<file path="config.mk">
export PLATFORM = sky130hd
export DESIGN_NAME = periph_top
export DESIGN_NICKNAME = d
export VERILOG_FILES = /design/src/rtl/periph_pkg.sv /design/src/rtl/periph_decoder.sv /design/src/rtl/dsp_mult.sv /design/src/rtl/board_io.sv /design/src/rtl/periph_arbiter.sv /design/src/rtl/periph_top.sv
export SDC_FILE = /design/constraint.sdc
export NUM_CORES = 1
export LEC_CHECK = 0
export BUFFER_PORTS_ARGS = -buffer_cell sky130_fd_sc_hd__buf_2
export CAP_MARGIN = 5
export CORE_MARGIN = 3
export CORE_UTILIZATION = 49
export DETAILED_ROUTE_END_ITERATION = 12
export GPL_ROUTABILITY_DRIVEN = 0
export PLACE_DENSITY_LB_ADDON = 0.05
export SLEW_MARGIN = 20
export SYNTH_ARGS = -nofsm -noshare
export SYNTH_HDL_FRONTEND = slang
export SYNTH_SLANG_ARGS = --single-unit
export TNS_END_PERCENT = 5
</file>
<file path="constraint.sdc">
create_clock -name vdp_clk -period 9.2 [get_ports vdp_clk]
set_input_delay 1.84 -clock vdp_clk [delete_from_list [all_inputs] [get_ports vdp_clk]]
set_output_delay 1.84 -clock vdp_clk [all_outputs]
set_load 0.02 [all_outputs]
</file>
<file path="src/rtl/periph_pkg.sv">
// peripheral package
// shared bus types, peripheral select record, region codes and the
// arbiter state encoding for the video clock peripheral block

package periph_pkg;

    typedef logic [23:0] host_addr_t;
    typedef logic [31:0] host_data_t;
    typedef logic [3:0]  host_strb_t;

    // host request, held steady by the host until ready
    typedef struct packed {
        logic       valid;
        host_addr_t address;
        host_strb_t wstrb;
        host_data_t write_data;
    } host_req_t;

    typedef struct packed {
        logic       ready;
        host_data_t read_data;
    } host_rsp_t;

    // one accepted request, fanned out to every peripheral
    typedef struct packed {
        logic       dsp;
        logic       pad;
        logic       status;
        logic       none;
        logic       write;
        logic       reg_index;
        host_data_t write_data;
    } periph_sel_t;

    // address bits 19 to 16
    typedef logic [3:0] region_t;

    localparam region_t REGION_STATUS = 4'd1;
    localparam region_t REGION_DSP    = 4'd2;
    localparam region_t REGION_PAD    = 4'd3;

    typedef struct packed {
        logic left;
        logic right;
        logic b;
    } pad_buttons_t;

    // bit 0 red, bit 1 blue
    typedef logic [1:0] led_status_t;

    typedef enum logic [1:0] {
        IDLE,
        RESPOND,
        WAIT_DROP
    } arb_state_t;

endpackage

</file>
<file path="src/rtl/periph_decoder.sv">
// peripheral address decoder
// registers each newly accepted host request into a one-hot peripheral
// select with a single cycle strobe

`timescale 1ns/1ps

module periph_decoder (
    input  logic                    vdp_clk,
    input  logic                    vdp_reset,
    input  periph_pkg::host_req_t   req,
    input  logic                    busy,
    output periph_pkg::periph_sel_t sel,
    output logic                    sel_valid
);

    periph_pkg::region_t     region;
    periph_pkg::periph_sel_t sel_next;
    logic                    accept;
    logic                    upper_clear;

    assign region      = req.address[19:16];
    assign upper_clear = (req.address[23:20] == 4'h0);

    // busy covers the whole transaction, so valid with busy low is a new request
    assign accept = req.valid && !busy;

    always_comb begin
        sel_next            = '0;
        sel_next.write      = |req.wstrb;
        sel_next.reg_index  = req.address[2];
        sel_next.write_data = req.write_data;

        if (!upper_clear) begin
            sel_next.none = 1'b1;
        end else begin
            case (region)
                periph_pkg::REGION_STATUS: sel_next.status = 1'b1;
                periph_pkg::REGION_DSP:    sel_next.dsp    = 1'b1;
                periph_pkg::REGION_PAD:    sel_next.pad    = 1'b1;
                default:                   sel_next.none   = 1'b1;
            endcase
        end
    end

    // strobe lasts exactly one cycle per accepted request
    always_ff @(posedge vdp_clk) begin
        if (vdp_reset) begin
            sel_valid <= 1'b0;
        end else begin
            sel_valid <= accept;
        end
    end

    // decode is held until the next accepted request
    always_ff @(posedge vdp_clk) begin
        if (accept) begin
            sel <= sel_next;
        end
    end

endmodule

</file>
<file path="src/rtl/dsp_mult.sv">
// signed multiplier peripheral
// two writable operand registers feeding a product register that is
// updated every cycle

`timescale 1ns/1ps

module dsp_mult #(
    parameter int OPERAND_WIDTH = 16
) (
    input  logic                    vdp_clk,
    input  logic                    vdp_reset,
    input  periph_pkg::periph_sel_t sel,
    input  logic                    sel_valid,
    output periph_pkg::host_data_t  product
);

    logic signed [OPERAND_WIDTH-1:0] operand_a;
    logic signed [OPERAND_WIDTH-1:0] operand_b;
    periph_pkg::host_data_t          product_q;
    logic                            write_a;
    logic                            write_b;

    assign write_a = sel_valid && sel.dsp && sel.write && !sel.reg_index;
    assign write_b = sel_valid && sel.dsp && sel.write && sel.reg_index;

    // kept as single-enable registers so they fold into the multiplier inputs
    always_ff @(posedge vdp_clk) begin
        if (vdp_reset) begin
            operand_a <= '0;
        end else if (write_a) begin
            operand_a <= sel.write_data[OPERAND_WIDTH-1:0];
        end
    end

    always_ff @(posedge vdp_clk) begin
        if (vdp_reset) begin
            operand_b <= '0;
        end else if (write_b) begin
            operand_b <= sel.write_data[OPERAND_WIDTH-1:0];
        end
    end

    // both operands signed, so the 32-bit context sign-extends them
    always_ff @(posedge vdp_clk) begin
        if (vdp_reset) begin
            product_q <= '0;
        end else begin
            product_q <= operand_a * operand_b;
        end
    end

    assign product = product_q;

endmodule

</file>
<file path="src/rtl/board_io.sv">
// board I/O peripheral
// gamepad latch and shift register fed from the board buttons, plus the
// two-bit LED status register

`timescale 1ns/1ps

module board_io #(
    parameter int PAD_BITS = 16
) (
    input  logic                     vdp_clk,
    input  logic                     vdp_reset,
    input  periph_pkg::periph_sel_t  sel,
    input  logic                     sel_valid,
    input  periph_pkg::pad_buttons_t buttons,
    output periph_pkg::host_data_t   pad_data,
    output logic                     led_r,
    output logic                     led_b
);

    periph_pkg::led_status_t status;
    logic [PAD_BITS-1:0]     pad_shift;
    logic [PAD_BITS-1:0]     pad_load;
    logic                    pad_latch;
    logic                    pad_clk;
    logic                    pad_clk_q;
    logic                    pad_clk_rise;
    logic                    pad_write;
    logic                    status_write;

    assign pad_write    = sel_valid && sel.pad && sel.write;
    assign status_write = sel_valid && sel.status && sel.write;

    // pad control, bit 0 latch and bit 1 clock
    always_ff @(posedge vdp_clk) begin
        if (vdp_reset) begin
            pad_latch <= 1'b0;
            pad_clk   <= 1'b0;
        end else if (pad_write) begin
            pad_latch <= sel.write_data[0];
            pad_clk   <= sel.write_data[1];
        end
    end

    // button placement in the shift word
    always_comb begin
        pad_load    = '0;
        pad_load[7] = buttons.left;
        pad_load[6] = buttons.right;
        pad_load[0] = buttons.b;
    end

    assign pad_clk_rise = pad_clk && !pad_clk_q;

    // a clock rise wins over a held latch
    always_ff @(posedge vdp_clk) begin
        if (vdp_reset) begin
            pad_shift <= '0;
            pad_clk_q <= 1'b0;
        end else begin
            if (pad_clk_rise) begin
                pad_shift <= {1'b0, pad_shift[PAD_BITS-1:1]};
            end else if (pad_latch) begin
                pad_shift <= pad_load;
            end
            pad_clk_q <= pad_clk;
        end
    end

    assign pad_data = {{($bits(periph_pkg::host_data_t) - 1){1'b0}}, pad_shift[0]};

    // red on, blue off out of reset
    always_ff @(posedge vdp_clk) begin
        if (vdp_reset) begin
            status <= 2'b01;
        end else if (status_write) begin
            status <= sel.write_data[1:0];
        end
    end

    assign led_r = status[0];
    assign led_b = status[1];

endmodule

</file>
<file path="src/rtl/periph_arbiter.sv">
// peripheral bus arbiter
// tracks the single request in flight, pulses ready once and returns the
// selected peripheral's read data

`timescale 1ns/1ps

module periph_arbiter (
    input  logic                    vdp_clk,
    input  logic                    vdp_reset,
    input  periph_pkg::periph_sel_t sel,
    input  logic                    sel_valid,
    input  logic                    host_valid,
    input  periph_pkg::host_data_t  product,
    input  periph_pkg::host_data_t  pad_data,
    output periph_pkg::host_rsp_t   rsp,
    output logic                    busy
);

    periph_pkg::arb_state_t state;
    periph_pkg::arb_state_t state_next;
    periph_pkg::host_data_t read_data;
    logic                   ready;

    always_comb begin
        state_next = state;
        case (state)
            periph_pkg::IDLE: begin
                if (sel_valid) begin
                    state_next = periph_pkg::RESPOND;
                end
            end
            periph_pkg::RESPOND: begin
                state_next = periph_pkg::WAIT_DROP;
            end
            periph_pkg::WAIT_DROP: begin
                // host holding valid keeps us here
                if (!host_valid) begin
                    state_next = periph_pkg::IDLE;
                end
            end
            default: begin
                state_next = periph_pkg::IDLE;
            end
        endcase
    end

    always_ff @(posedge vdp_clk) begin
        if (vdp_reset) begin
            state <= periph_pkg::IDLE;
        end else begin
            state <= state_next;
        end
    end

    assign ready = (state == periph_pkg::RESPOND);

    // writes, status reads and unmapped addresses all read as zero
    always_comb begin
        read_data = '0;
        if (ready && !sel.write) begin
            if (sel.dsp) begin
                read_data = product;
            end else if (sel.pad) begin
                read_data = pad_data;
            end
        end
    end

    assign rsp  = '{ready: ready, read_data: read_data};

    // covers the strobe cycle before the state machine leaves idle
    assign busy = sel_valid || (state != periph_pkg::IDLE);

endmodule

</file>
<file path="src/rtl/periph_top.sv">
// video clock peripheral block
// host bus decoder, signed multiplier, board I/O and response arbiter

`timescale 1ns/1ps

module periph_top #(
    parameter int OPERAND_WIDTH = 16,
    parameter int PAD_BITS      = 16
) (
    input  logic                     vdp_clk,
    input  logic                     vdp_reset,
    input  periph_pkg::host_req_t    req,
    output periph_pkg::host_rsp_t    rsp,
    input  periph_pkg::pad_buttons_t buttons,
    output logic                     led_r,
    output logic                     led_b
);

    periph_pkg::periph_sel_t sel;
    logic                    sel_valid;
    logic                    busy;
    periph_pkg::host_data_t  product;
    periph_pkg::host_data_t  pad_data;

    periph_decoder decoder (
        .vdp_clk   (vdp_clk),
        .vdp_reset (vdp_reset),
        .req       (req),
        .busy      (busy),
        .sel       (sel),
        .sel_valid (sel_valid)
    );

    dsp_mult #(
        .OPERAND_WIDTH (OPERAND_WIDTH)
    ) mult (
        .vdp_clk   (vdp_clk),
        .vdp_reset (vdp_reset),
        .sel       (sel),
        .sel_valid (sel_valid),
        .product   (product)
    );

    board_io #(
        .PAD_BITS (PAD_BITS)
    ) io (
        .vdp_clk   (vdp_clk),
        .vdp_reset (vdp_reset),
        .sel       (sel),
        .sel_valid (sel_valid),
        .buttons   (buttons),
        .pad_data  (pad_data),
        .led_r     (led_r),
        .led_b     (led_b)
    );

    // host valid goes straight in so the arbiter can see it drop
    periph_arbiter arbiter (
        .vdp_clk    (vdp_clk),
        .vdp_reset  (vdp_reset),
        .sel        (sel),
        .sel_valid  (sel_valid),
        .host_valid (req.valid),
        .product    (product),
        .pad_data   (pad_data),
        .rsp        (rsp),
        .busy       (busy)
    );

endmodule

</file>
==> run metrics, run 1 <==
Worst Setup End Kind flop; cell mode on critical path fa_1; crit-path max FO 17; via density per instance ~5.1; root buf cell clkbuf_16; layout cells sized above 1 0.0714; DIE WIDTH 171 um; DR iter-0 viols 374; Synth area leader fa_1; Port Buffers 69; initial antenna violation count 0; EDFF count, synth 21; vias in the first global route between 9k and 10k; max-slew violation count 0; via count between 9k and 10k; Hold Crit Class reg2reg; worst endpoint required time approximately 9400 ps; CTS Buf Count 9; die area between 20,000 and 30,000 um^2; Layout Nets approximately 1.9k; Initial Util 0.504; final WL a little over 30,000 um; row count between 50 and 60; Die Ht around 170 um; worst setup margin between 2000 and 2500 ps; largest net degree at the start of global routing 87; Setup Skew around 6.6 ps; RSZ-0062 raised after global routing false; Top FF cell, synth dfxtp_1; worst r2r path cells 18; syn avg cell area around 9.3 um^2; # IOs approximately 100; Leakage Power ~7.2 nW; ys async rst share 0; Period minus WS final roughly 6900 ps; Final period util 0.749; Setup Fix Bufs, Post-CTS 0; crit-path max cell delay approximately 950 ps; Synth area leaders fa_1 40%, dfxtp_1 12%, inv_1 8.2%, ha_1 7.7%, and2_1 7.3%; first-pass GRT wire length around 50,000 um; Post-DP HPWL between 20,000 and 25,000 um; post-CTS sizing 0; clock sink total between 100 and 150; Seq/Total Area, Yosys 0.168; P per Cell Area 60.7 nW/um^2; Sw Share 0.227; status completed; Psw 0.000196 W; Combinational Power Share 0.063; Clk network pwr share 0.380; maxcap violations 0; startpoint types flop; dpl ws about 2300 ps; fmax 145 MHz; Slowest-stage cell, CP fa_1; hold path depth 2; CTS tree built; Final Hold Viols 0; WHS Endpoint mult.operand_a[10]; grt total ovfl 0; post-synth top area share 0.395; Worst slew margin 0.319; Cell Chain, Critical Path nand2_1 -> inv_1 -> fa_1 -> fa_1 -> fa_1 -> fa_1 -> fa_1 -> inv_1 -> fa_1 -> inv_1 -> ha_1 -> and3_1 -> and2_1 -> a22o_1 -> a21oi_1 -> a21oi_1 -> a31oi_1 -> mux2_2; Area Overhead vs Synth 6.99%; hold_sp mult.operand_a[10]; per-cell routed wire length between 15 and 20 um; H-tree depth 3; setup TNS 0 ps; internal power roughly 0.00067 W; # setup viols final 0; Reg clk slew, reported paths around 60 ps; Mapped Area ~13,000 um^2; CP arrival just over 7000 ps; Fillers around 2.5k; Sequential Power Share 0.557; Setup CP Type reg2reg; DRT Pass-1 Iters 5; hold buffers post-CTS 0; All-Layer GR Usage 0.224; DRT antenna net count 0; yosys warns 0; #FFs+latches synth between 100 and 150; Syn Inst Count about 1.4k; worst-skew pair later-pin latency ~340 ps; clock buffer depth 2; total core area ~26,000 um^2; hold slack between 400 and 500 ps; Synth cell types 51; syn nets 1,838; FF-to-FF End mult.product[28]; flop-to-flop setup slack between 2000 and 2500 ps; FF-to-FF Start mult.operand_b[2]; Slew @ Worst Pin between 1000 and 1500 ps; Max VDD drop ~130 uV; DRC 0
==> Yosys cell counts (all sizes together), types with 2 or more instances <==
cell type	count
edfxtp	21
o211ai	4
o21a	6
a211oi	6
or4	2
buf	6
a21oi	62
a31oi	4
xnor2	20
or3	3
a21o	15
o21ai	11
nand4	3
or2	2
fa	262
a21boi	3
clkbuf	50
nand2b	9
nor2b	12
nand3	5
xor2	6
inv	289
nor3	15
o31a	2
nor3b	8
nor2	57
ha	82
and3	5
a2111oi	2
dfxtp	80
mux2	3
nor4b	4
nand2	197
and3b	2
a2111o	2
and2	155
mux2i	8
==> per-layer routing <==
layer	GRT usage	part of all wire
met5	0	0
met4	0.0321	0.013
met3	0.0215	0.022
met2	0.391	0.50
met1	0.311	0.46
==> area by class of cell <==
type | instances | area (um^2) | share of cell area
diodes | 1 | 2.50 | 0.000176
clock buffers | 13 | 240 | 0.0169
clock inverters | 3 | 12.5 | 0.000881
inverters | 289 | 1080 | 0.0764
multi-input cells | 982 | 9760 | 0.687
flip-flops and latches | 101 | 2230 | 0.157
well taps | 335 | 419 | 0.0295
repair buffers | 83 | 450 | 0.0317
==> worst max-delay path by stage <==
stage	start	to	slack (ps)
after floorplan	mult.operand_b[7]	mult.product[23]	3040
after global placement	mult.operand_b[2]	mult.product[30]	2420
after detailed placement	mult.operand_a[7]	mult.product[31]	2340
after CTS	mult.operand_a[7]	mult.product[31]	2290
after global routing	mult.operand_b[4]	mult.product[28]	1990
final	mult.operand_b[2]	mult.product[28]	2310
==> registers in the layout, indices dropped and copies added, names as in the netlist <==
register,flops
io.pad_shift,8
mult.product,32
io.pad_clk,1
arbiter.state,2
mult.operand_a,16
io.pad_latch,1
decoder.sel,21
io.status,2
mult.operand_b,16
io.pad_clk_q,1
decoder.sel_valid,1
==> logic make-up after synthesis <==
| logic type | after synthesis | synth area share |
|---|---|---|
| simple gates | 480 | 0.179 |
| buf+inv | 345 | 0.0979 |
| fa+ha+maj | 344 | 0.473 |
| compound gates | 121 | 0.0568 |
| flops | 101 | 0.168 |
| xor+xnor | 26 | 0.0172 |
| mux | 11 | 0.00858 |
==> layout by cell type (no fill, tap or decap), drive strengths merged, types with 9 or more instances in the layout <==
cell type / netlist / layout
clkbuf: 50 / 13
o21ai: 11 / 11
nor3: 15 / 15
edfxtp: 21 / 21
dfxtp: 80 / 80
inv: 289 / 289
buf: 6 / 83
and2: 155 / 155
ha: 82 / 82
fa: 262 / 262
nor2b: 12 / 12
nand2b: 9 / 9
nor2: 57 / 57
a21o: 15 / 15
xnor2: 20 / 20
nand2: 197 / 197
a21oi: 62 / 62
==> power groups by stage <==
stage	Clock [W]	Sequential [W]	Combinational, W
final	0.000328	0.000481	0.0000541
after floorplan	0	0.000481	0.0000363
after detailed placement	0	0.000491	0.0000545
after global placement	0	0.000490	0.0000539
after CTS	0.000336	0.000481	0.0000548
after global routing	0.000359	0.000482	0.0000609
==> stage by stage <==
step,total power [W],instances,util,area [um^2]
floorplan,0.000517,1428,-,13300
global placement,0.000544,1790,0.529,13900
detailed placement,0.000545,1790,0.529,13900
CTS,0.000871,1806,0.539,14200
global route,0.000902,1806,0.539,14200
finish,0.000862,1807,0.539,14200
==> worst max-delay path, delay by kind of cell, from the launching register on <==
kind | cells | cell delay [ps]
AND/OR/NAND/NOR | 3 | 590
multiplexers | 1 | 350
buffers and inverters | 3 | 220
flip-flops | 1 | 830
adder cells (fa/ha/maj) | 7 | 3870
AO/OA/AOI/OAI | 4 | 930
(Power assumes the default switching activity.)
==> inputs of run 2 (changes only) <==
==> constraint.sdc (replaced) <==
create_clock -name vdp_clk -period 6.1 [get_ports vdp_clk]
set_input_delay 1.22 -clock vdp_clk [delete_from_list [all_inputs] [get_ports vdp_clk]]
set_output_delay 1.22 -clock vdp_clk [all_outputs]
set_load 0.02 [all_outputs]
==> run 2 against run 1 <==
Net effect:
- combinational power increased by 94%
- via count is 5.3% higher
- utilization grew 4.2 points
==> run metrics, run 2 (synthesized netlist as in run 1, its figures left out) <==
status completed; most common cell after layout, fill and taps aside inv_1; critical path's top delay family adder cells; Layout Nets 1,980 (+5.5%); flop-to-flop setup slack 140 ps (-2170 ps); Multi-input gate area 9920 um^2 (+1.7%); Final period util 0.977 (+0.228); Period minus WS final 5960 ps (-932 ps); crit-path max cell delay 530 ps (-420 ps); Port Buffers 69 (unchanged); total core area 26,400 um^2 (unchanged); per-cell routed wire length 17.0 um (+1.4%); Slowest-stage cell, CP fa_1; Post-DP Area 14,800 um^2 (+6.2%); Setup CP Type reg2reg; cell mode on critical path fa_1; row count 59 (unchanged); Hold Crit Class reg2reg; Worst slew margin 0.387 (+0.0675); FF-to-FF End mult.product[23]; largest net degree at the start of global routing 45 (-48%); RSZ-0062 raised after global routing true; Setup Skew 6.40 ps (-0.231 ps); fin area 15,300 um^2 (+7.8%); Worst Setup End Kind flop; hold buffers post-CTS 0 (unchanged); Buf/Inv on CP 5 (+2); Post-DP HPWL 27,200 um (+15%); Critical path origin mult.operand_a[10]; worst r2r path cells 21 (+3); Initial Util 0.504 (unchanged); worst endpoint required time 6320 ps (-3100 ps); via density per instance 5.06 (-0.41%); Largest register FFs 32 (unchanged); CP arrival 6180 ps (-930 ps); clock sink total 101 (unchanged); # IOs 101 (unchanged); crit-path max FO 8 (-9); maxcap violations 0 (unchanged); FF-to-FF Start mult.operand_a[10]; via count 9,666 (+5.3%); Cell Chain, Critical Path buf_12 -> and2_1 -> fa_1 -> inv_1 -> fa_1 -> fa_1 -> inv_1 -> fa_1 -> fa_1 -> inv_1 -> fa_1 -> inv_1 -> ha_4 -> a2111oi_4 -> o21ai_2 -> and3_4 -> or2_4 -> a21o_1 -> a21o_1 -> a21oi_2 -> mux2_4; Setup Fix Bufs, Post-CTS 0 (unchanged); DRT antenna net count 0 (unchanged); final WL 32,400 um (+7.1%); hold_sp io.pad_shift[5]; # setup viols final 0 (unchanged); clock buffer depth 2 (unchanged); Leakage Power 7.84 nW (+8.3%); FF/Latch Area 2270 um^2 (+1.6%); ant diodes 0 (-1); vias in the first global route 10.4k (+5.4%); startpoint types flop; total power 0.00138 W (+60%); H-tree depth 3 (unchanged); Fillers 2,412 (-4.1%); Area Overhead vs Synth 15.3%; hold slack 481 ps (+22.9 ps); DRC 0 (unchanged); hold path depth 2 (unchanged); max-slew violation count 0 (unchanged); DRT Pass-1 Iters 4 (-1); Final Hold Viols 0 (unchanged); initial antenna violation count 1 (+1); DIE WIDTH 171 um (unchanged); setup TNS 0 ps (unchanged); All-Layer GR Usage 0.238 (+0.0140); Reg clk slew, reported paths 70 ps (about the same); Die Ht 171 um (unchanged); worst setup margin 142 ps (-2170 ps); grt total ovfl 0 (unchanged); WHS Endpoint io.pad_shift[4]; highest-count cells in the layout ignoring fill and taps 288 x inv_1, 261 x fa_1, 196 x nand2_1, 155 x and2_1, 107 x buf_4; CTS tree built; DR iter-0 viols 457 (+22%); Slew @ Worst Pin 917 ps (-103 ps); root buf cell clkbuf_16; fmax 168 MHz (+16%); P per Cell Area 89.9 nW/um^2 (+48%); CTS Buf Count 9 (unchanged); layout cells sized above 1 0.161 (+0.0899); Max VDD drop 173 uV (+36%); worst-skew pair later-pin latency 330 ps (about the same); die area 29,100 um^2 (unchanged); first-pass GRT wire length 54,200 um (+5.5%); dpl ws -93.4 ps (-2430 ps)
[run 2: changes by cell type in the layout (fill, tap and decap cells not counted), moves of 4 or more]
cell and delta:
buf_12 +7, dfxtp_4 +6, dfxtp_2 +11, nor3_2 +4, a21oi_1 -4, ha_1 -4
buf_4 +93, nor3_1 -4, dfxtp_1 -17
[run 2: report_power, final]
| part | leakage [nW] | switching (W) | total [W] | internal (W) |
|---|---|---|---|---|
| logic | 6.84 | 0.0000624 | 0.000105 | 0.0000426 |
| registers | 0.856 | 0.0000189 | 0.000718 | 0.000699 |
| clock network | 0.141 | 0.000235 | 0.000554 | 0.000319 |
| total | 7.84 | 0.000316 | 0.00138 | 0.00106 |
[run 2: metrics by stage]
stage	instances	util
after floorplan	1428	-
after global placement	1893	0.562
after detailed placement	1893	0.562
after CTS	1909	0.573
after global routing	1910	0.581
final	1910	0.581
[run 2: how the worst max path moves through the flow]
stage | cells after the start | to
finish | 21 | mult.product[23]
global route | 22 | mult.product[23]
CTS | 21 | mult.product[23]
detailed placement | 19 | mult.product[23]
global placement | 19 | mult.product[23]
floorplan | 23 | mult.product[23]
[run 2: layout make-up]
type / count / share of cell area
well taps: 335 / 0.0274
flip-flops and latches: 101 / 0.148
inverters: 289 / 0.0709
multi-input cells: 982 / 0.648
repair buffers: 187 / 0.0867
clock inverters: 4 / 0.00319
clock buffers: 12 / 0.0155
[run 2: routing by layer]
layer | global-route usage | up-vias | part of all wire | wire length [um]
li1 | - | 4568 | - | -
met1 | 0.331 | 4913 | 0.45 | 14700
met2 | 0.405 | 145 | 0.50 | 16100
met3 | 0.0243 | 40 | 0.027 | 886
met4 | 0.0543 | 0 | 0.021 | 692
met5 | 0 | - | 0 | 0
[run 2: worst register-to-register path, cell delays in order (launching register included)]
cell       delay (ps)
dfxtp_1           330
buf_12            140
and2_1            150
fa_1              530
inv_1              50
fa_1              460
fa_1              510
inv_1              50
fa_1              490
fa_1              510
inv_1              60
fa_1              530
inv_1              90
ha_4              230
a2111oi_4         310
o21ai_2           120
and3_4            190
or2_4             250
a21o_1            190
a21o_1            180
a21oi_2           140
mux2_4            320
[run 2: repair_timing]
action,CTS,global route
endpoints found under the setup margin,7,12
gates resized for setup,12,49
gates cloned,0,1
pin swaps,1,19
